==> config.mk <==
export PLATFORM = sky130hd
export DESIGN_NAME = data_trigger
export DESIGN_NICKNAME = d
export VERILOG_FILES = /design/src/source/lsu_pkg.sv /design/src/source/data_trigger.sv
export SDC_FILE = /design/constraint.sdc
export NUM_CORES = 1
export LEC_CHECK = 0
export ABC_AREA = 0
export BUFFER_PORTS_ARGS = -buffer_cell sky130_fd_sc_hd__buf_2
export CAP_MARGIN = 20
export CORE_AREA = 2 2 58 60
export CTS_CLUSTER_DIAMETER = 200
export DETAILED_ROUTE_END_ITERATION = 7
export DIE_AREA = 0 0 60 62
export HOLD_SLACK_MARGIN = 0.03
export PLACE_DENSITY_LB_ADDON = 0.15
export SKIP_LAST_GASP = 1
export SLEW_MARGIN = 5
export SYNTH_ARGS = -nofsm -noshare
export SYNTH_HDL_FRONTEND = slang
export SYNTH_SLANG_ARGS = --single-unit
==> constraint.sdc <==
create_clock -name clk -period 5.25 [get_ports clk]
set_clock_uncertainty 0.1 [all_clocks]
set_input_delay 1.3125 -clock clk [delete_from_list [all_inputs] [get_ports clk]]
set_output_delay 1.3125 -clock clk [all_outputs]
set_load 0.03 [all_outputs]
==> src/source/lsu_pkg.sv <==
// Shared types for the load/store subsystem
// Command, memory, exception enums and the bus structs

package lsu_pkg;

    // Data and address width, fixed by RV32
    localparam int XLEN = 32;

    // ----------------------------------------------------------------------
    // Enums
    // ----------------------------------------------------------------------

    typedef enum logic [3:0] {
        LSU_CMD_NONE = 4'd0,
        LSU_CMD_LB   = 4'd1,
        LSU_CMD_LH   = 4'd2,
        LSU_CMD_LW   = 4'd3,
        LSU_CMD_LBU  = 4'd4,
        LSU_CMD_LHU  = 4'd5,
        LSU_CMD_SB   = 4'd6,
        LSU_CMD_SH   = 4'd7,
        LSU_CMD_SW   = 4'd8
    } lsu_cmd_e;

    typedef enum logic {
        MEM_CMD_RD = 1'b0,
        MEM_CMD_WR = 1'b1
    } mem_cmd_e;

    typedef enum logic [1:0] {
        MEM_WIDTH_BYTE  = 2'd0,
        MEM_WIDTH_HWORD = 2'd1,
        MEM_WIDTH_WORD  = 2'd2
    } mem_width_e;

    typedef enum logic [1:0] {
        MEM_RESP_NOTRDY = 2'd0,
        MEM_RESP_RDY_OK = 2'd1,
        MEM_RESP_RDY_ER = 2'd2
    } mem_resp_e;

    // RISC-V mcause values, 0 doubles as "no exception"
    typedef enum logic [3:0] {
        EXC_CODE_NONE             = 4'd0,
        EXC_CODE_BREAKPOINT       = 4'd3,
        EXC_CODE_LD_ADDR_MISALIGN = 4'd4,
        EXC_CODE_LD_ACCESS_FAULT  = 4'd5,
        EXC_CODE_ST_ADDR_MISALIGN = 4'd6,
        EXC_CODE_ST_ACCESS_FAULT  = 4'd7
    } exc_code_e;

    // ----------------------------------------------------------------------
    // Structs
    // ----------------------------------------------------------------------

    typedef struct packed {
        lsu_cmd_e          cmd;         // 4
        logic [XLEN-1:0]   addr;        // 32
        logic [XLEN-1:0]   sdata;       // 32
    } exu_req_s;                        // 68 bits

    typedef struct packed {
        logic              rdy;         // Memory answered
        logic              exc;         // Exception taken
        exc_code_e         exc_code;
        logic [XLEN-1:0]   ldata;       // Extended load data
    } lsu_resp_s;                       // 38 bits

    typedef struct packed {
        mem_cmd_e          cmd;
        mem_width_e        width;
        logic [XLEN-1:0]   addr;
        logic [XLEN-1:0]   wdata;
    } dmem_req_s;                       // 67 bits

    typedef struct packed {
        logic              vd;          // Access under watch
        logic [XLEN-1:0]   addr;
        logic              load;
        logic              store;
    } dmon_s;                           // 35 bits

    typedef struct packed {
        logic              en;
        logic [XLEN-1:0]   addr;        // Word granular match
        logic              on_load;
        logic              on_store;
    } trig_cfg_s;                       // 35 bits

endpackage
==> src/source/data_trigger.sv <==
// Data address breakpoint comparator
// One configurable word address with load/store qualifiers and a hit counter

module data_trigger (
    input  logic                clk,
    input  logic                rst_n,
    input  lsu_pkg::trig_cfg_s  cfg_i,
    input  lsu_pkg::dmon_s      dmon_i,
    output logic                dbrk_o,      // Combinational, same cycle
    output logic [15:0]         hit_cnt_o
);

    import lsu_pkg::*;

    logic        addr_match;
    logic        kind_match;
    logic [15:0] hit_cnt_q;

    // ----------------------------------------------------------------------
    // Match logic
    // ----------------------------------------------------------------------

    // Word compare, byte offset ignored
    // so misaligned accesses still hit
    assign addr_match = (dmon_i.addr[XLEN-1:2] == cfg_i.addr[XLEN-1:2]);

    assign kind_match = (dmon_i.load  & cfg_i.on_load)
                      | (dmon_i.store & cfg_i.on_store);

    assign dbrk_o = cfg_i.en & dmon_i.vd & addr_match & kind_match;

    // ----------------------------------------------------------------------
    // Hit status
    // ----------------------------------------------------------------------

    // One count per breakpoint cycle, wraps at 16 bits
    always_ff @(posedge clk or negedge rst_n) begin
        if (!rst_n) begin
            hit_cnt_q <= '0;
        end else if (dbrk_o) begin
            hit_cnt_q <= hit_cnt_q + 16'd1;
        end
    end

    assign hit_cnt_o = hit_cnt_q;

endmodule

==> reports/results.ini <==
[synth]
synth.area.top_cells=dfrtp_1, xor2_1, nor4_1, nor3_2, nand4_1
synth_edf_count=0
syn_inst=125
ys_top_cells_by_count=xor2_1, dfrtp_1, nor4_1
async_flop_share_pct=100
yosysWarnings=0
synth_cell_types=22
yosys.area.top_type=dfrtp_1
synth.most_common_cell=xor2_1
synth.top_cell.area_share_pct=31.2
netlist_area_um2=1280
syn_avg_cell_area_um2=10.3
yosysSeqAreaShare_pct=31.2
syn_nets=198
synthFlopType=dfrtp_1
synth-seq-cells=16

[finish]
area.growth.synth_to_final_pct=38.9
largest_register_ffs=16
fin_cells=257
seq_area_um2=400
final_nets=285
fin_area_um2=1780
fillers=296
multi_input_area_um2=862
diodes=0
drive_gt1_share_pct=48.8

[worst_setup_path]
cp-startpoint=cfg_i[24]
crit_path_end_kind=output port
rr_startpoint=hit_cnt_o[2]$_DFFE_PN0P_
path_common_cell=buf_2
timing.rr.end=hit_cnt_o[14]$_DFFE_PN0P_
reg2reg_depth=5
reg2reg_setup_slack_ns=3.40
cp_cell_sequence=buf_2, xor2_1, nor4_1, nand4_1, nor3_2, buf_2
cp.arrival_ns=2.70
cp-start-kind=input pin
cp_max_fo=3
critPathSlowestCell=nor4_1
critPathKind=in2out
required_ns=3.84
crit_end=dbrk_o
cpPeakStageDelay_ns=0.39

[drt]
drt_wl_total_um=3080
drtAntennaViolNets=0
drcViolationCount=0
dr.pass1.iters=4
first_iter_violations=37
avgViaCountPerCell=4.95
wire_per_inst_um=12.0
num_vias=1272

[global_routing]
grt_util_all_layers_pct=17.3
antenna_found_initial=0
grt_pass1_vias=1194
grt_pass1_wl_um=4970
gr-total-overflow=0
grt_max_degree=17

[clocking]
cts.sinks=16
ctsResizeCount=0
cts_setup_buffers=0
insertion_delay_ns=0.28
cts_tree=built
htree_levels=1
cts_buffers=3
cts_hold_buf=0
cts_root_buf=clkbuf_4
cts_buffer_depth=2
clkTransAtPathRegs_ns=0.10

[floorplanning]
ioPinCount=89
die_h_um=62
dieArea_um2=3720
row_count=21
initial_core_util_pct=40.4
die_w_um=60
core_um2=3180

[sta]
max_slew_margin_pct=42.9
max_freq_ghz=0.243
finalSetupViolCount=0
grt_setup_unrepaired=false
worst_slew_pin_slew_ns=0.854
finalCriticalPeriod_ns=4.11
hold_violations=0
fin_tns_setup_ns=0
slew_violations=0
fin_crit_sh_pct=78.3

[power_and_ir_drop]
power_uw=266
pwr_density_cell_nw_per_um2=149
vdd_ir_drop_max_v=0.0000566
leakagePower_uw=0.000968

[placed_design]
place_inst=253
postPlaceCellArea_um2=1750
hpwl_um=2590
gp_congestion=0.759
port_buffers=84

[job]
drv_cap=0

[outcome]
status=complete, no violations

[worst_hold_path]
hold_path_class=reg2reg

worst max-delay path: cells and delay by family:
family,cells,cell delay [ns]
AND/OR/NAND/NOR,3,0.86
XOR/XNOR,1,0.16
buffers and inverters,2,0.36
area by class of cell:
class | instances | share of cell area (%)
Clock buffer | 4 | 2.03
Multi-Input combinational cell | 106 | 48.3
Sequential cell | 16 | 22.4
Tap cell | 46 | 3.23
Timing Repair Buffer | 85 | 24.0
through the flow:
step	worst slack, ns	hold WS (ns)	utilization (%)
after floorplan	1.42	0.549	-
after global placement	1.18	0.358	55.0
after detailed placement	1.15	0.367	55.0
after CTS	1.15	0.385	56.1
after global routing	0.991	0.401	56.1
final	1.14	0.382	56.1
per-layer routing:
layer / track usage (%) / up-vias / wire length, µm
met4: 5.40 / 0 / 39
met2: 33.9 / 60 / 1600
li1: - / 633 / -
met5: 0 / - / 0
met1: 19.6 / 575 / 1260
met3: 1.66 / 4 / 184
worst min path at each step:
stage,startpoint,end,slack [ns],cells after the start
floorplan,hit_cnt_o[15]$_DFFE_PN0P_,hit_cnt_o[15]$_DFFE_PN0P_,0.55,1
global placement,hit_cnt_o[15]$_DFFE_PN0P_,hit_cnt_o[15]$_DFFE_PN0P_,0.36,1
detailed placement,hit_cnt_o[15]$_DFFE_PN0P_,hit_cnt_o[15]$_DFFE_PN0P_,0.37,1
CTS,hit_cnt_o[15]$_DFFE_PN0P_,hit_cnt_o[15]$_DFFE_PN0P_,0.39,1
global route,hit_cnt_o[15]$_DFFE_PN0P_,hit_cnt_o[15]$_DFFE_PN0P_,0.40,1
finish,hit_cnt_o[15]$_DFFE_PN0P_,hit_cnt_o[15]$_DFFE_PN0P_,0.38,1
layout by cell type, fill, tap and decap left out, drive strengths merged:
cell type  count
a22oi          1
and3           3
buf           85
clkbuf         4
dfrtp         16
ha             1
mux2           1
nand2          6
nand3          4
nand4         11
nor2           1
nor3          11
nor3b          1
nor4          18
nor4b          1
or3            2
xnor2          1
xor2          44
power breakdown:
group / switching (µW) / internal [µW] / leakage, µW
sequential: 0.000000613 / 123 / 0.000224
clock: 39.4 / 42.2 / 0.0000210
combinational: 30.7 / 30.8 / 0.000723
kinds of logic after synthesis:
logic type | count (synthesis) | share of synthesized area (%)
adders and majority gates | 1 | 0.974
xor gates and xnor gates | 45 | 30.7
buffers and inverters | 3 | 1.75
AOI/OAI and AO/OA | 1 | 1.66
muxes | 1 | 0.876
and+or+nand+nor | 58 | 32.9
DFF | 16 | 31.2
No activity file was read; power rests on OpenSTA's default activity.
