File: config.mk
export PLATFORM = sky130hd
export DESIGN_NAME = lsu_core
export DESIGN_NICKNAME = d
export VERILOG_FILES = /design/src/source/lsu_pkg.sv /design/src/source/lsu_core.sv
export SDC_FILE = /design/constraint.sdc
export NUM_CORES = 1
export LEC_CHECK = 0
export ABC_AREA = 0
export BUFFER_PORTS_ARGS = -buffer_cell sky130_fd_sc_hd__buf_2
export CAP_MARGIN = 0
export CORE_AREA = 5 5 93 95
export CTS_CLUSTER_SIZE = 12
export DETAILED_ROUTE_END_ITERATION = 8
export DIE_AREA = 0 0 98 100
export GPL_TIMING_DRIVEN = 0
export PLACE_DENSITY = 0.69
export SYNTH_ARGS = -nofsm -noshare
export SYNTH_HDL_FRONTEND = slang
export SYNTH_SLANG_ARGS = --single-unit
File: constraint.sdc
create_clock -name clk -period 2.3 [get_ports clk]
set_clock_uncertainty 0.05 [all_clocks]
set_input_delay 0.23 -clock clk [delete_from_list [all_inputs] [get_ports clk]]
set_output_delay 0.23 -clock clk [all_outputs]
set_load 0.05 [all_outputs]
File: src/source/lsu_pkg.sv
// Shared types for the load/store subsystem
// Command, memory, exception enums and the bus structs

package lsu_pkg;

    // Data and address width, fixed by RV32
    localparam int XLEN = 32;

    // ----------------------------------------------------------------------
    // Enums
    // ----------------------------------------------------------------------

    typedef enum logic [3:0] {
        LSU_CMD_NONE = 4'd0,
        LSU_CMD_LB   = 4'd1,
        LSU_CMD_LH   = 4'd2,
        LSU_CMD_LW   = 4'd3,
        LSU_CMD_LBU  = 4'd4,
        LSU_CMD_LHU  = 4'd5,
        LSU_CMD_SB   = 4'd6,
        LSU_CMD_SH   = 4'd7,
        LSU_CMD_SW   = 4'd8
    } lsu_cmd_e;

    typedef enum logic {
        MEM_CMD_RD = 1'b0,
        MEM_CMD_WR = 1'b1
    } mem_cmd_e;

    typedef enum logic [1:0] {
        MEM_WIDTH_BYTE  = 2'd0,
        MEM_WIDTH_HWORD = 2'd1,
        MEM_WIDTH_WORD  = 2'd2
    } mem_width_e;

    typedef enum logic [1:0] {
        MEM_RESP_NOTRDY = 2'd0,
        MEM_RESP_RDY_OK = 2'd1,
        MEM_RESP_RDY_ER = 2'd2
    } mem_resp_e;

    // RISC-V mcause values, 0 doubles as "no exception"
    typedef enum logic [3:0] {
        EXC_CODE_NONE             = 4'd0,
        EXC_CODE_BREAKPOINT       = 4'd3,
        EXC_CODE_LD_ADDR_MISALIGN = 4'd4,
        EXC_CODE_LD_ACCESS_FAULT  = 4'd5,
        EXC_CODE_ST_ADDR_MISALIGN = 4'd6,
        EXC_CODE_ST_ACCESS_FAULT  = 4'd7
    } exc_code_e;

    // ----------------------------------------------------------------------
    // Structs
    // ----------------------------------------------------------------------

    typedef struct packed {
        lsu_cmd_e          cmd;         // 4
        logic [XLEN-1:0]   addr;        // 32
        logic [XLEN-1:0]   sdata;       // 32
    } exu_req_s;                        // 68 bits

    typedef struct packed {
        logic              rdy;         // Memory answered
        logic              exc;         // Exception taken
        exc_code_e         exc_code;
        logic [XLEN-1:0]   ldata;       // Extended load data
    } lsu_resp_s;                       // 38 bits

    typedef struct packed {
        mem_cmd_e          cmd;
        mem_width_e        width;
        logic [XLEN-1:0]   addr;
        logic [XLEN-1:0]   wdata;
    } dmem_req_s;                       // 67 bits

    typedef struct packed {
        logic              vd;          // Access under watch
        logic [XLEN-1:0]   addr;
        logic              load;
        logic              store;
    } dmon_s;                           // 35 bits

    typedef struct packed {
        logic              en;
        logic [XLEN-1:0]   addr;        // Word granular match
        logic              on_load;
        logic              on_store;
    } trig_cfg_s;                       // 35 bits

endpackage
File: src/source/lsu_core.sv
// Load/store unit
// Idle/busy FSM, exception priority and load data extension

module lsu_core (
    input  logic                    clk,
    input  logic                    rst_n,
    // Execution stage side
    input  logic                    req_i,          // Held until rdy or exc
    input  lsu_pkg::exu_req_s       exu_req_i,
    output lsu_pkg::lsu_resp_s      resp_o,
    // Trigger side
    output lsu_pkg::dmon_s          dmon_o,
    input  logic                    dbrk_i,         // Same-cycle breakpoint
    // Data memory side
    output logic                    dmem_req_o,
    output lsu_pkg::dmem_req_s      dmem_o,
    input  logic                    dmem_ack_i,
    input  logic [lsu_pkg::XLEN-1:0] dmem_rdata_i,  // Right-aligned
    input  lsu_pkg::mem_resp_e      dmem_resp_i
);

    import lsu_pkg::*;

    typedef enum logic {
        ST_IDLE,
        ST_BUSY
    } state_e;

    state_e     state_q;
    state_e     state_d;
    logic       fsm_idle;
    lsu_cmd_e   cmd_q;              // Command of the access in flight

    logic       cmd_load;
    logic       cmd_store;
    logic       wdth_byte;
    logic       wdth_hword;
    logic       wdth_word;
    logic       cmd_q_load;
    logic       cmd_q_store;

    logic       resp_ok;
    logic       resp_er;
    logic       resp_received;
    logic       req_accept;

    logic       addr_mslgn;
    logic       exc_req;            // Exception without memory access

    // ----------------------------------------------------------------------
    // Command decode
    // ----------------------------------------------------------------------

    assign cmd_load   = exu_req_i.cmd inside {LSU_CMD_LB, LSU_CMD_LBU, LSU_CMD_LH,
                                              LSU_CMD_LHU, LSU_CMD_LW};
    assign cmd_store  = exu_req_i.cmd inside {LSU_CMD_SB, LSU_CMD_SH, LSU_CMD_SW};
    assign wdth_byte  = exu_req_i.cmd inside {LSU_CMD_LB, LSU_CMD_LBU, LSU_CMD_SB};
    assign wdth_hword = exu_req_i.cmd inside {LSU_CMD_LH, LSU_CMD_LHU, LSU_CMD_SH};
    assign wdth_word  = exu_req_i.cmd inside {LSU_CMD_LW, LSU_CMD_SW};

    assign cmd_q_load  = cmd_q inside {LSU_CMD_LB, LSU_CMD_LBU, LSU_CMD_LH,
                                       LSU_CMD_LHU, LSU_CMD_LW};
    assign cmd_q_store = cmd_q inside {LSU_CMD_SB, LSU_CMD_SH, LSU_CMD_SW};

    assign resp_ok       = (dmem_resp_i == MEM_RESP_RDY_OK);
    assign resp_er       = (dmem_resp_i == MEM_RESP_RDY_ER);
    assign resp_received = resp_ok | resp_er;
    assign req_accept    = dmem_req_o & dmem_ack_i;

    // Keep command for extension and fault kind
    always_ff @(posedge clk or negedge rst_n) begin
        if (!rst_n) begin
            cmd_q <= LSU_CMD_NONE;
        end else if (req_accept) begin
            cmd_q <= exu_req_i.cmd;
        end
    end

    // ----------------------------------------------------------------------
    // FSM
    // ----------------------------------------------------------------------

    always_ff @(posedge clk or negedge rst_n) begin
        if (!rst_n) begin
            state_q <= ST_IDLE;
        end else begin
            state_q <= state_d;
        end
    end

    always_comb begin
        state_d = state_q;
        case (state_q)
            ST_IDLE: if (req_accept)    state_d = ST_BUSY;
            ST_BUSY: if (resp_received) state_d = ST_IDLE;
            default:                    state_d = ST_IDLE;
        endcase
    end

    assign fsm_idle = (state_q == ST_IDLE);

    // ----------------------------------------------------------------------
    // Exceptions
    // ----------------------------------------------------------------------

    // Halfword on odd byte, word off a 4-byte boundary
    assign addr_mslgn = req_i & fsm_idle
                      & ((wdth_hword & exu_req_i.addr[0])
                      |  (wdth_word  & (|exu_req_i.addr[1:0])));

    assign exc_req = dbrk_i | addr_mslgn;

    // Memory error first, then breakpoint, then misalign
    always_comb begin
        resp_o.exc_code = EXC_CODE_NONE;
        if (resp_er) begin
            if (cmd_q_load)       resp_o.exc_code = EXC_CODE_LD_ACCESS_FAULT;
            else if (cmd_q_store) resp_o.exc_code = EXC_CODE_ST_ACCESS_FAULT;
        end else if (dbrk_i) begin
            resp_o.exc_code = EXC_CODE_BREAKPOINT;
        end else if (addr_mslgn & cmd_load) begin
            resp_o.exc_code = EXC_CODE_LD_ADDR_MISALIGN;
        end else if (addr_mslgn & cmd_store) begin
            resp_o.exc_code = EXC_CODE_ST_ADDR_MISALIGN;
        end
    end

    // ----------------------------------------------------------------------
    // Execution stage response
    // ----------------------------------------------------------------------

    always_comb begin
        resp_o.rdy = resp_received;
        resp_o.exc = resp_er | exc_req;        // Both high on access fault
        case (cmd_q)
            LSU_CMD_LB:  resp_o.ldata = {{24{dmem_rdata_i[7]}}, dmem_rdata_i[7:0]};
            LSU_CMD_LBU: resp_o.ldata = {24'b0, dmem_rdata_i[7:0]};
            LSU_CMD_LH:  resp_o.ldata = {{16{dmem_rdata_i[15]}}, dmem_rdata_i[15:0]};
            LSU_CMD_LHU: resp_o.ldata = {16'b0, dmem_rdata_i[15:0]};
            default:     resp_o.ldata = dmem_rdata_i;  // LW
        endcase
    end

    // ----------------------------------------------------------------------
    // Memory and trigger outputs
    // ----------------------------------------------------------------------

    assign dmem_req_o   = req_i & fsm_idle & ~exc_req;
    assign dmem_o.cmd   = cmd_store ? MEM_CMD_WR : MEM_CMD_RD;
    assign dmem_o.width = wdth_byte  ? MEM_WIDTH_BYTE
                        : wdth_hword ? MEM_WIDTH_HWORD
                                     : MEM_WIDTH_WORD;
    assign dmem_o.addr  = exu_req_i.addr;
    assign dmem_o.wdata = exu_req_i.sdata;

    assign dmon_o.vd    = req_i & fsm_idle;
    assign dmon_o.addr  = exu_req_i.addr;
    assign dmon_o.load  = cmd_load;
    assign dmon_o.store = cmd_store;

endmodule

==> flow_results.org, run 1 <==
** Synthesis
- Most common flop cell mapped by yosys :: sky130_fd_sc_hd__dfrtp_1
- Yosys printed 0 warnings.
- After synthesis the netlist holds a flip-flop and latch count of 5.
- After synthesis the cells add up to ~1500 µm².
- A synthesized cell averages approximately 7.7 µm².
- The cell count after synthesis came out at around 200.
- Counting flops with a built-in enable in the synthesized netlist gives 0.
- Yosys mapped the design onto 32 distinct sky130hd cell types.
- Share of flip-flops with an asynchronous set or reset after synthesis :: 1.00
- Synthesis produced a netlist with a net count of between 300 and 400.
- For this run, the register share of the synthesized area comes to 0.0813.

** Final layout
- The top cell types in the final layout, fill and taps aside, are 174 x sky130_fd_sc_hd__buf_2, 112 x sky130_fd_sc_hd__buf_4, 24 x sky130_fd_sc_hd__a21o_1.
- The multi-input combinational cells in the finished layout cover a total of about 560 µm².
- At the end of the flow, the number of nets in the layout was 491.
- In the final layout, the share of cells above drive strength 1 is 0.801.
- The sequential cells in the finished layout cover a total of approximately 130 µm².
- Total inserted antenna cells :: 0
- Commonest non-fill, non-tap cell in the layout :: sky130_fd_sc_hd__buf_2
- P&R area growth vs syn :: 72.5%
- Filler Cells Inserted :: 800

** Worst hold path
- The worst hold path begins at exu_req_i[64].
- The worst hold path terminates at cmd_q[0].
- WHS Path Cells :: 2
- Classification of the worst-slack hold path :: primary input to flop

** Detailed routing
- In the routed design, unresolved DRC markers number 0.
- Vias post-DR :: around 1800
- WL per Instance :: approximately 12 µm
- Detailed-route vias per instance :: around 3.7
- After detailed routing, the wire length on met1 is roughly 1900 µm.
- Iteration count of the initial detailed-routing pass :: 3
- Remaining antenna violation count after routing :: 0
- Number of DRC markers in iteration 0 :: 20
- Highest layer used for signal routing :: met4
- In the detailed route, the total length drawn on met3 is ~740 µm.
- Summed over all nets, wire length on met2 after detailed routing comes to approximately 3000 µm.
- Detailed-route wire length :: roughly 5700 µm

** STA
- Min Tclk post-route :: 2240 ps
- The worst path meets setup with 60.2 ps of slack.
- Hold slack :: roughly 240 ps
- Transition time of the tightest slew-check pin :: between 500 and 600 ps
- Static timing analysis puts the maximum clock frequency at approximately 450 MHz.
- The count of endpoints failing hold in the final timing report came to 0.
- Dividing the final minimum period by the clock period gives 0.974.
- In this run the tightest slew margin relative to its limit is 0.654.
- Final number of setup-violating endpoints :: 0
- Max-slew violation total from the final report :: 0

** Global route
- Across every metal layer, demand over resource in global routing totals 0.0965.
- Pin count of the biggest net entering global routing :: 11
- The total overflow left after global routing is 0.
- The first global-routing pass estimated 7890 µm of wire.
- The via count of the first global-routing pass is between 1500 and 2000.
- Number of antenna violations at the first check in global routing :: 0

** Floorplan
- In this run the core area contains 32 standard-cell rows.
- The core region is ~7600 µm².
- IO Pins :: between 200 and 250
- The die covers about 10000 µm².
- Measured along the y axis, the die boundary spans around 100 µm.
- For this configuration, the core starts out at a cell density of 0.201.
- From left edge to right edge, the die measures between 90 and 100 µm.

** CTS
- TritonCTS built the clock tree.
- The tree built by TritonCTS fans out to 5 sinks.
- The root buffer cell chosen for the clock tree is sky130_fd_sc_hd__clkbuf_8.
- Clock-pin slew was measured on the worst setup and hold paths at ~30 ps.
- The clock passes through at most 2 buffers.
- Maximum level of the CTS H-tree :: 1
- Clock latency on the worst-skew pair, taken at its later pin, is approximately 220 ps.
- Total CTS buffers :: 3

** Critical path
- The startpoint identified for the worst register-to-register timing path is state_q.
- Data on the critical path arrives at its endpoint at 1960 ps.
- Critical path's top delay family :: flip-flops
- The largest individual stage delay along the critical path comes from the cell sky130_fd_sc_hd__dfrtp_1.
- Capture point of the worst reg-to-reg path :: cmd_q[2]
- Startpoint class of the critical path :: flop
- The signal on the critical path passes through o21ai_0, or3b_4, clkbuf_4, a21o_1, clkbuf_4.
- In this run the worst path has a maximum fanout of 10.
- STA puts the critical path data required time at between 2000 and 2500 ps.
- Bufs and invs on worst path :: 2
- Critical Path Sink Type :: output pin
- The worst register-to-register path has a depth of 4.
- The worst setup path is of the flop to output pin kind.
- Cell with the most instances on the worst path :: sky130_fd_sc_hd__clkbuf_4
- Register-to-register path setup slack :: roughly 650 ps
- For this run, the slowest stage of the critical path takes ~480 ps.

** Flow run
- Count of maximum capacitance violations :: 0

** Pwr
- Summed over all cells, the static leakage comes to ~1.7 nW.
- Sum of internal, switching and leakage power :: approximately 1.9 mW
- For this design the ratio of total power to cell area is 724 nW/µm².
- Across the VDD grid, the largest voltage drop is between 0.3 and 0.4 mV.

** Placed design
- The wire-length estimate of the detail-placed layout is 5150 µm.
- Number of input and output port buffers inserted :: between 150 and 200
- OpenSTA, run right after detailed placement, puts the worst setup slack at -148 ps.
- Routability-driven placement finished with a final weighted congestion of 0.778.

** Outcome
- Run status :: completed
## metal layers
metal  vias to the layer above  GRT usage
met4                         0     0.0192
met5                         -          0
met2                       119      0.190
li1                        904          -
met1                       775     0.0954
met3                         6     0.0382
## metrics by stage
step	instances	TNS (ps)	cell area (µm²)	util
floorplan	201	0	1550	-
detailed placement	477	-1150	2540	0.333
global placement	477	-677	2540	0.333
CTS	481	-0.675	2620	0.343
finish	484	0	2660	0.347
global route	484	-15.8	2660	0.347
## power by group
part / total [mW] / leakage [nW] / switching, mW / internal, mW
Clock: 0.160 / 0.0228 / 0.0408 / 0.119
Combinational: 1.62 / 1.63 / 1.14 / 0.485
Sequential: 0.142 / 0.0609 / 0.0325 / 0.109
Total: 1.92 / 1.71 / 1.21 / 0.713
## final cells by class
cell class | count | share of cell area
Timing Repair Buffer | 178 | 0.342
Buffer | 117 | 0.329
Multi-Input combinational cell | 73 | 0.210
Tap cell | 102 | 0.0481
Sequential cell | 5 | 0.0471
Clock buffer | 4 | 0.0170
Inverter | 5 | 0.00707
## cells in the mapped netlist, types with 2 or more instances
master / instances / area [µm²]
sky130_fd_sc_hd__a21oi_1: 2 / 10.0
sky130_fd_sc_hd__buf_2: 2 / 10.0
sky130_fd_sc_hd__xnor2_1: 3 / 26.3
sky130_fd_sc_hd__nor2_1: 3 / 11.3
sky130_fd_sc_hd__dfrtp_1: 5 / 125
sky130_fd_sc_hd__buf_4: 109 / 818
sky130_fd_sc_hd__buf_6: 2 / 22.5
sky130_fd_sc_hd__or3b_1: 2 / 17.5
sky130_fd_sc_hd__a21o_1: 24 / 180
sky130_fd_sc_hd__clkbuf_1: 4 / 15.0
sky130_fd_sc_hd__inv_1: 5 / 18.8
sky130_fd_sc_hd__nand3b_1: 3 / 22.5
sky130_fd_sc_hd__o21ai_0: 3 / 15.0
sky130_fd_sc_hd__mux2_4: 4 / 60.1
sky130_fd_sc_hd__nor3_1: 4 / 20.0
sky130_fd_sc_hd__nand2_1: 10 / 37.5
## flip-flops by register name (all words and copies together) (netlist names)
name,flops
state_q,1
cmd_q,4
## cell families (layout without fill, tap and decap cells)
group                    Yosys count  in the layout  share of synthesized area
buffers and inverters            123            304                      0.577
AO/OA/AOI/OAI                     35             35                      0.166
multiplexers                       4              4                     0.0390
other                              1              1                    0.00244
AND/OR/NAND/NOR                   28             28                      0.103
flip-flops                         5              5                     0.0813
adder cells (fa/ha/maj)            1              1                    0.00813
XOR/XNOR                           4              4                     0.0228
## worst register-to-register path, cell delays in order (launching register included)
cell                       delay (ps)
sky130_fd_sc_hd__dfrtp_1          370
sky130_fd_sc_hd__nand2b_1         170
sky130_fd_sc_hd__or4_1            500
sky130_fd_sc_hd__buf_6            160
sky130_fd_sc_hd__mux2_4           290
## worst max path at each step
stage                              from         end  cells after the start
after floorplan           exu_req_i[66]  resp_o[34]                      5
after global placement         cmd_q[0]  resp_o[24]                      5
after detailed placement       cmd_q[0]  resp_o[24]                      5
after CTS                      cmd_q[2]  resp_o[24]                      5
after global routing           cmd_q[1]  resp_o[27]                      5
final                          cmd_q[2]  resp_o[24]                      5
## timing repair
item / CTS / global route
hold buffers: 1 / 0
endpoints found under the hold margin: 5 / 0
gates resized for setup: 7 / 5
endpoints found under the setup margin: 10 / 10
pin swaps: 0 / 1
buffers inserted: 0 / 3
(Power assumes the default switching activity.)
==> run 2: changes to the inputs <==
--- a/config.mk
+++ b/config.mk
@@ -5,13 +5,13 @@
 export SDC_FILE = /design/constraint.sdc
 export NUM_CORES = 1
 export LEC_CHECK = 0
-export ABC_AREA = 0
+export ABC_AREA = 1
 export BUFFER_PORTS_ARGS = -buffer_cell sky130_fd_sc_hd__buf_2
 export CAP_MARGIN = 0
-export CORE_AREA = 5 5 93 95
+export CORE_AREA = 5 5 94 96
 export CTS_CLUSTER_SIZE = 12
 export DETAILED_ROUTE_END_ITERATION = 8
-export DIE_AREA = 0 0 98 100
+export DIE_AREA = 0 0 99 101
 export GPL_TIMING_DRIVEN = 0
 export PLACE_DENSITY = 0.69
 export SYNTH_ARGS = -nofsm -noshare
==> run 2 against run 1 <==
Combinational power up 12%. Power up 9.3%. Clock power about the same. Cell area up 1.5%. Die area up 2.0%. First-iteration DRC count up 70%. Routed wire length up 2.2%.
==> flow_results.org, run 2 <==
** Global route
- GRT Total Usage :: 0.0982
- The via count of the first global-routing pass came to roughly 1900.
- Pin count of the biggest net entering global routing :: 11
- Number of antenna violations at the first check in global routing :: 0
- Total gr overflow :: 0
- For met2 alone, demand over resource in global routing was 0.193.
- In the global route stage, met3 resource usage came out at 0.0249.
- The global routing stage identified its most utilized layer as met2.
- For met1 alone, demand over resource in global routing was 0.108.
- The first global-routing pass estimated between 8000 and 9000 µm of wire.

** Critical path
- STA puts the critical path data arrival time at around 1800 ps.
- Register-to-register path setup slack :: around 1100 ps
- On the worst path, the slowest cell contributes a delay of between 400 and 500 ps.
- Along the worst path, the maximum fanout reaches 10.
- Worst setup path category :: flop to output pin
- Startpoint class of the critical path :: flop
- At the worst endpoint, the required time is 2020 ps.
- The worst setup path is captured at an output pin.
- Counting stages on the worst path, the most repeated cell is sky130_fd_sc_hd__buf_2.
- Crit-path cells :: nor2_4, nand4_2, o21ai_2, inv_2, buf_2, nand2_1, buf_2
- The worst register-to-register path begins at state_q.
- Slowest cell on crit path :: sky130_fd_sc_hd__dfrtp_1
- For the worst flop-to-flop path, the logic depth is 6.
- Capture point of the worst reg-to-reg path :: cmd_q[1]

** Synthesis
- Of all cell types, the one taking the most synthesized area is sky130_fd_sc_hd__buf_4.
- Synth cell types :: 25
- Synthesis produced a netlist whose cell count is 249.
- The average instance in the mapped netlist occupies around 6.5 µm².
- Synthesis produced a netlist with a net count of 357.
- Cells taking the most area after synthesis :: sky130_fd_sc_hd__buf_4 50%, sky130_fd_sc_hd__nand2_1 12%, sky130_fd_sc_hd__dfrtp_1 7.7%, sky130_fd_sc_hd__nand2_2 5.4%, sky130_fd_sc_hd__nand3_1 5.2%
- Cell with the most instances after synthesis :: sky130_fd_sc_hd__buf_4
- Number of enable-type register cells in the synthesized netlist :: 0
- Yosys top cell area share :: 0.505
- Most common flop cell mapped by yosys :: sky130_fd_sc_hd__dfrtp_1
- Synth Register Bits :: 5
- By count the netlist is led by 109 x sky130_fd_sc_hd__buf_4, 52 x sky130_fd_sc_hd__nand2_1, 17 x sky130_fd_sc_hd__nand3_1.
- Counting flops with an async set or reset pin after synthesis yields a share of 1.00.
- The cell area that synthesis handed to floorplanning was 1620 µm².
- Sequential cell area fraction in the yosys report :: 0.0772
- Yosys warning count :: 0

** Placed design
- Number of input and output port buffers inserted :: around 180
- Half-perimeter wire length after detailed placement :: 5360 µm
- Global placement routability congestion :: slightly below 0.8

** STA
- Portion of the clock cycle consumed by the worst path in the final layout :: 0.903
- Min Tclk post-route :: a little over 2000 ps
- Setup repair after global routing left no endpoint under its margin.
- For this run, the top clock speed supported by timing is ~480 MHz.
- Final hold violation count :: 0
- Hold slack :: 245 ps
- Final total negative setup slack :: 0 ps
- Setup violations remaining at the end of the flow were counted as 0.
- Max-slew violation total from the final report :: 0

** CTS
- At the later pin of the worst-skew pair, clock insertion delay measures approximately 220 ps.
- The number of hold buffers added after CTS was 1.
- CTS saw 5 sinks.
- Clk buf depth :: 2
- Clock tree from TritonCTS :: yes
- Maximum level of the CTS H-tree :: 1
- Buffers inserted during clock tree synthesis total 3.
- The cell sitting at the root of the clock tree is a sky130_fd_sc_hd__clkbuf_8.
- Clk pin slew, worst setup/hold paths :: 40 ps
- In this run the post-CTS setup repair buffer count came out at 0.
- In this run, post-CTS repair resized a total of 0 instances.

** Worst hold path
- The path with the worst hold slack has its endpoint at cmd_q[2].
- In this run the most critical hold path is launched from dmem_ack_i.
- The worst hold path passes through 3 cells.
- Classification of the worst-slack hold path :: primary input to flop

** Floorplan
- Core Box Area :: ~8000 µm²
- Number of rows created at floorplan :: 33
- In this run the vertical extent of the chip is approximately 100 µm.
- The die covers roughly 10000 µm².
- IO Pins :: 248
- Starting Density :: 0.203
- Die Span X :: 99 µm

** Final layout
- In the final layout, the share of cells above drive strength 1 is 0.740.
- Commonest non-fill, non-tap cell in the layout :: sky130_fd_sc_hd__buf_2
- Net count of the finished layout :: 540
- Total inserted antenna cells :: 0
- cmd_q holds more flip-flops than any other register.
- The register with the most flip-flops in the layout has 4 of them.
- Top flop regs :: cmd_q (4), state_q (1)
- Highest-count cells in the layout ignoring fill and taps :: 178 x sky130_fd_sc_hd__buf_2, 109 x sky130_fd_sc_hd__buf_4, 52 x sky130_fd_sc_hd__nand2_1
- The area growth from synthesis to layout is 66.1%.

** Detailed routing
- For this run, the detailed router's first-pass iteration total came to 4.
- After detailed routing, the number of remaining DRC violations is 0.
- Dividing the detail-routed wire length by the instance count gives approximately 11 µm.
- Detailed-route wire length :: between 5000 and 6000 µm
- The first routing iteration left 34 violations.
- Dividing the detail-routed via count by the number of cells gives approximately 3.7.
- Vias post-DR :: between 1500 and 2000
- Remaining antenna violation count after routing :: 0

** Pwr
- Of the total power, the clock network draws 0.076.
- The worst-case IR drop observed on VDD is 0.404 mV.
- Cell Int Power :: between 0.6 and 0.7 mW
- Of the total power, combinational logic draws 0.862.
- Total net switching power :: roughly 1.4 mW
- Register share of total power :: 0.062
- Power comes to 2.10 mW.
- Of the total power, the share spent switching nets is 0.669.
- Static power due to leakage :: about 1.8 nW
- In this run the power density over the cells is 780 nW/µm².

** Outcome
- Run status :: completed

** Flow run
- Count of maximum capacitance violations :: 0
-- run 2: through the flow --
step / util / area, µm² / worst slack (ps) / instances
global route: 0.338 / 2690 / 102 / 536
detailed placement: 0.331 / 2640 / 417 / 531
finish: 0.338 / 2690 / 224 / 536
CTS: 0.338 / 2690 / 180 / 536
floorplan: - / 1620 / 215 / 249
global placement: 0.331 / 2640 / 447 / 531
-- run 2: worst max-delay path by stage --
stage,start,end,slack [ps],cells past startpoint
final,cmd_q[2],resp_o[20],220,7
after global routing,cmd_q[3],resp_o[20],100,7
after CTS,cmd_q[2],resp_o[20],180,7
after detailed placement,cmd_q[3],resp_o[20],420,7
after global placement,cmd_q[2],resp_o[20],450,7
after floorplan,cmd_q[2],resp_o[15],220,5
-- run 2: final cells by class --
type                            count  area (µm²)
Timing Repair Buffer              178         896
Buffer                            112         850
Multi-Input combinational cell    115         583
Sequential cell                     5         125
Fill cell                         851        5280
Tap cell                          105         131
Inverter                           17        63.8
Clock buffer                        4        45.0
-- run 2: worst max-delay path, delay by kind of cell, from the launching register on --
| family | cells | cell delay [ps] |
|---|---|---|
| and+or+nand+nor | 3 | 500 |
| AOI/OAI and AO/OA | 1 | 130 |
| DFF | 1 | 420 |
| buffers and inverters | 3 | 530 |
-- run 2: cell families (layout without fill, tap and decap cells) --
family                     after synthesis  in the layout  share of synthesized area
AOI/OAI and AO/OA                        6              6                     0.0247
adders and majority gates                1              1                    0.00771
buffers and inverters                  129            311                      0.563
DFF                                      5              5                     0.0772
other                                    1              1                    0.00231
and+or+nand+nor                        107            107                      0.325
-- run 2: metal layers --
metal,up-vias,wire (µm)
li1,1020,-
met1,840,1960
met2,136,3030
met3,2,781
met4,0,12
met5,-,0
-- run 2: power by group through the flow --
stage | Sequential, mW | Clock, mW | Combinational, mW
after floorplan | 0.127 | 0 | 1.47
after global placement | 0.130 | 0 | 1.81
after detailed placement | 0.132 | 0 | 1.83
after CTS | 0.131 | 0.163 | 1.83
after global routing | 0.134 | 0.170 | 1.91
final | 0.130 | 0.161 | 1.81
==> run 3: changes to the inputs <==
--- a/config.mk
+++ b/config.mk
@@ -13,7 +13,7 @@
 export DETAILED_ROUTE_END_ITERATION = 8
 export DIE_AREA = 0 0 99 101
 export GPL_TIMING_DRIVEN = 0
-export PLACE_DENSITY = 0.69
+export HOLD_SLACK_MARGIN = 0.15
 export SYNTH_ARGS = -nofsm -noshare
 export SYNTH_HDL_FRONTEND = slang
 export SYNTH_SLANG_ARGS = --single-unit
==> run 3 against run 2 <==
Worst setup slack got worse by 1.6 ps. Clock-buffer cell count decreased by 1. Maximum frequency about the same. Critical path depth unchanged. Register-to-register slack better by 30 ps. Via count is 0.20% higher.
==> flow_results.org, run 3 (same netlist as run 2, synthesis figures left out) <==
** Pwr
- For this design the ratio of total power to cell area is 782 nW/µm².
- Static power due to leakage :: 1.79 nW
- Sum of internal, switching and leakage power :: 2.11 mW
- Worst vdd rail ir drop :: between 0.2 and 0.3 mV

** Detailed routing
- Remaining antenna violation count after routing :: 0
- After detailed routing, the number of vias per cell comes to between 3 and 4.
- Iteration count of the initial detailed-routing pass :: 4
- Number of DRC markers in iteration 0 :: 50
- Remaining DRCs :: 0
- After detailed routing, the total wire length is between 5000 and 6000 µm.
- The routed layout has between 2000 and 2500 vias.
- WL per Instance :: about 11 µm

** STA
- Setup slack closes at roughly 220 ps.
- RSZ-0062 raised after global routing :: false
- Final total negative setup slack :: 0 ps
- The total count of max-transition violations in the final report is 0.
- Min Tclk post-route :: 2080 ps
- Final hold violation count :: 0
- Across all hold checks on the routed design, the worst slack comes to roughly 250 ps.
- In the finished design, the share of the clock period the worst path needs comes to 0.903.
- Top achievable clock speed :: around 480 MHz
- Setup violations remaining at the end of the flow were counted as 0.

** Global route
- Across every metal layer, demand over resource in global routing totals 0.106.
- The initial antenna violation count came to 0.
- Entering global routing, the biggest net connects 11 pins.
- Via count of the first global-routing pass :: 1976
- Global routing finished with a remaining overflow of 0.
- Wire length of the first global-routing pass :: 8910 µm

** CTS
- Count of instances resized after the clock tree is built :: 0
- The clock reaches the later pin of the worst-skew pair after about 220 ps.
- Clk buf depth :: 2
- CTS Sinks :: 5
- Clock-pin slew was measured on the worst setup and hold paths at approximately 40 ps.
- CTS built an H-tree with a depth of 1.
- In this run, CTS created clock tree buffers numbering 3.
- TritonCTS built the clock tree.
- Clock root buffer :: sky130_fd_sc_hd__clkbuf_8

** Critical path
- Counting stages on the worst path, the most repeated cell is sky130_fd_sc_hd__buf_2.
- STA puts the critical path data arrival time at between 1500 and 2000 ps.
- Crit-path cells :: nor2_4, nand4_2, o21ai_2, inv_2, buf_2, nand2_1, buf_2
- Slowest cell on crit path :: sky130_fd_sc_hd__dfrtp_1
- Startpoint class of the critical path :: flop
- The worst setup path is captured at an output pin.
- For this run, the slowest stage of the critical path takes 430 ps.
- Worst setup path category :: flop to output pin
- Counting both buffers and inverters, the worst setup path holds a total of 3.
- In this design, the largest share of critical-path delay is due to buffers and inverters.
- Maximum fanout along the worst path :: 10
- For the worst setup path, the data required time is just over 2000 ps.

** Final layout
- Finished Layout Cells :: around 540
- In the layout the commonest cells are 178 x sky130_fd_sc_hd__buf_2, 109 x sky130_fd_sc_hd__buf_4, 52 x sky130_fd_sc_hd__nand2_1.
- Max reg flops :: 4
- In the final layout, the registers with the most flip-flops are cmd_q (4), state_q (1).
- Of the cells placed in the final design, the portion with a size suffix greater than 1 is 0.742.
- Filler Cells Inserted :: 874
- Relative to the synthesized area, the layout overhead comes to 66.2%.
- Total inserted antenna cells :: 0
- Fraction of the core area covered by cells at the end of the flow :: 0.338
- Commonest non-fill, non-tap cell in the layout :: sky130_fd_sc_hd__buf_2
- More flip-flops sit in one register than any other, and that register is cmd_q.
- For this run, the post-layout net count is 540.
- Design area :: 2700 µm²

** Placed design
- Once placement completed, the tool counted placed cells totaling 531.
- Area after detailed placement :: between 2000 and 3000 µm²
- Number of input and output port buffers inserted :: between 150 and 200
- Half-perimeter wire length after detailed placement :: 5580 µm
- Prior to clock tree synthesis, the placed netlist has a worst setup slack of 438 ps.
- Global placement routability congestion :: ~0.84

** Floorplan
- The initial utilization of the core area, before any placement, comes to 0.203.
- Die Span Y :: between 100 and 150 µm
- Core Box Area :: about 8000 µm²
- Die Span X :: between 90 and 100 µm
- IO Pins :: 248
- The die covers between 9000 and 10000 µm².
- Number of rows created at floorplan :: 33

** Outcome
- Run status :: completed

** Flow run
- Count of maximum capacitance violations :: 0

** Worst hold path
- The tightest min-delay check is of the primary input to flop type.
[run 3: cell types whose count changed in the layout (fill, tap and decap cells not counted)]
| cell | before | now |
|---|---|---|
| sky130_fd_sc_hd__clkinv_2 | 0 | 1 |
| sky130_fd_sc_hd__clkbuf_1 | 1 | 0 |
[run 3: repair_timing]
item,CTS,global route
setup buffers,0,0
setup endpoints to repair,0,0
hold endpoints to repair,5,0
hold buffers,1,0
[run 3: worst min-delay path: cells and delay by family]
| family | cells | cell delay (ps) |
|---|---|---|
| buffers and inverters | 1 | 120 |
| and+or+nand+nor | 2 | 140 |
[run 3: report_power, final]
| part | internal, mW | leakage, nW | switching (mW) |
|---|---|---|---|
| Combinational | 0.469 | 1.70 | 1.35 |
| Sequential | 0.108 | 0.0636 | 0.0229 |
| Clock | 0.117 | 0.0255 | 0.0456 |
| Total | 0.693 | 1.79 | 1.41 |
[run 3: final timing paths]
kind	cells after the start	to	startpoint	slack, ps
max	7	resp_o[29]	cmd_q[3]	220
max in group asynchronous	2	cmd_q[2]	rst_n	1760
min	3	cmd_q[3]	exu_req_i[67]	250
min reg2reg	2	state_q	state_q	490
min in group asynchronous	2	cmd_q[1]	rst_n	300
max reg2reg	6	cmd_q[2]	state_q	1150
[run 3: layout make-up]
type	instances	area, µm²	share of cell area
well taps	105	131	0.0487
clock buffers	3	41.3	0.0153
repair buffers	178	896	0.332
plain buffers	112	850	0.315
flip-flops and latches	5	125	0.0464
inverters	17	63.8	0.0237
multi-input cells	115	583	0.216
clock inverters	1	5.00	0.00186
[run 3: layer usage]
metal  vias to the layer above  part of all wire  GRT usage
li1                       1017                 -          -
met5                         -                 0          0
met1                       845              0.32      0.110
met4                         0            0.0039     0.0189
met3                         2              0.13     0.0249
met2                       138              0.54      0.215
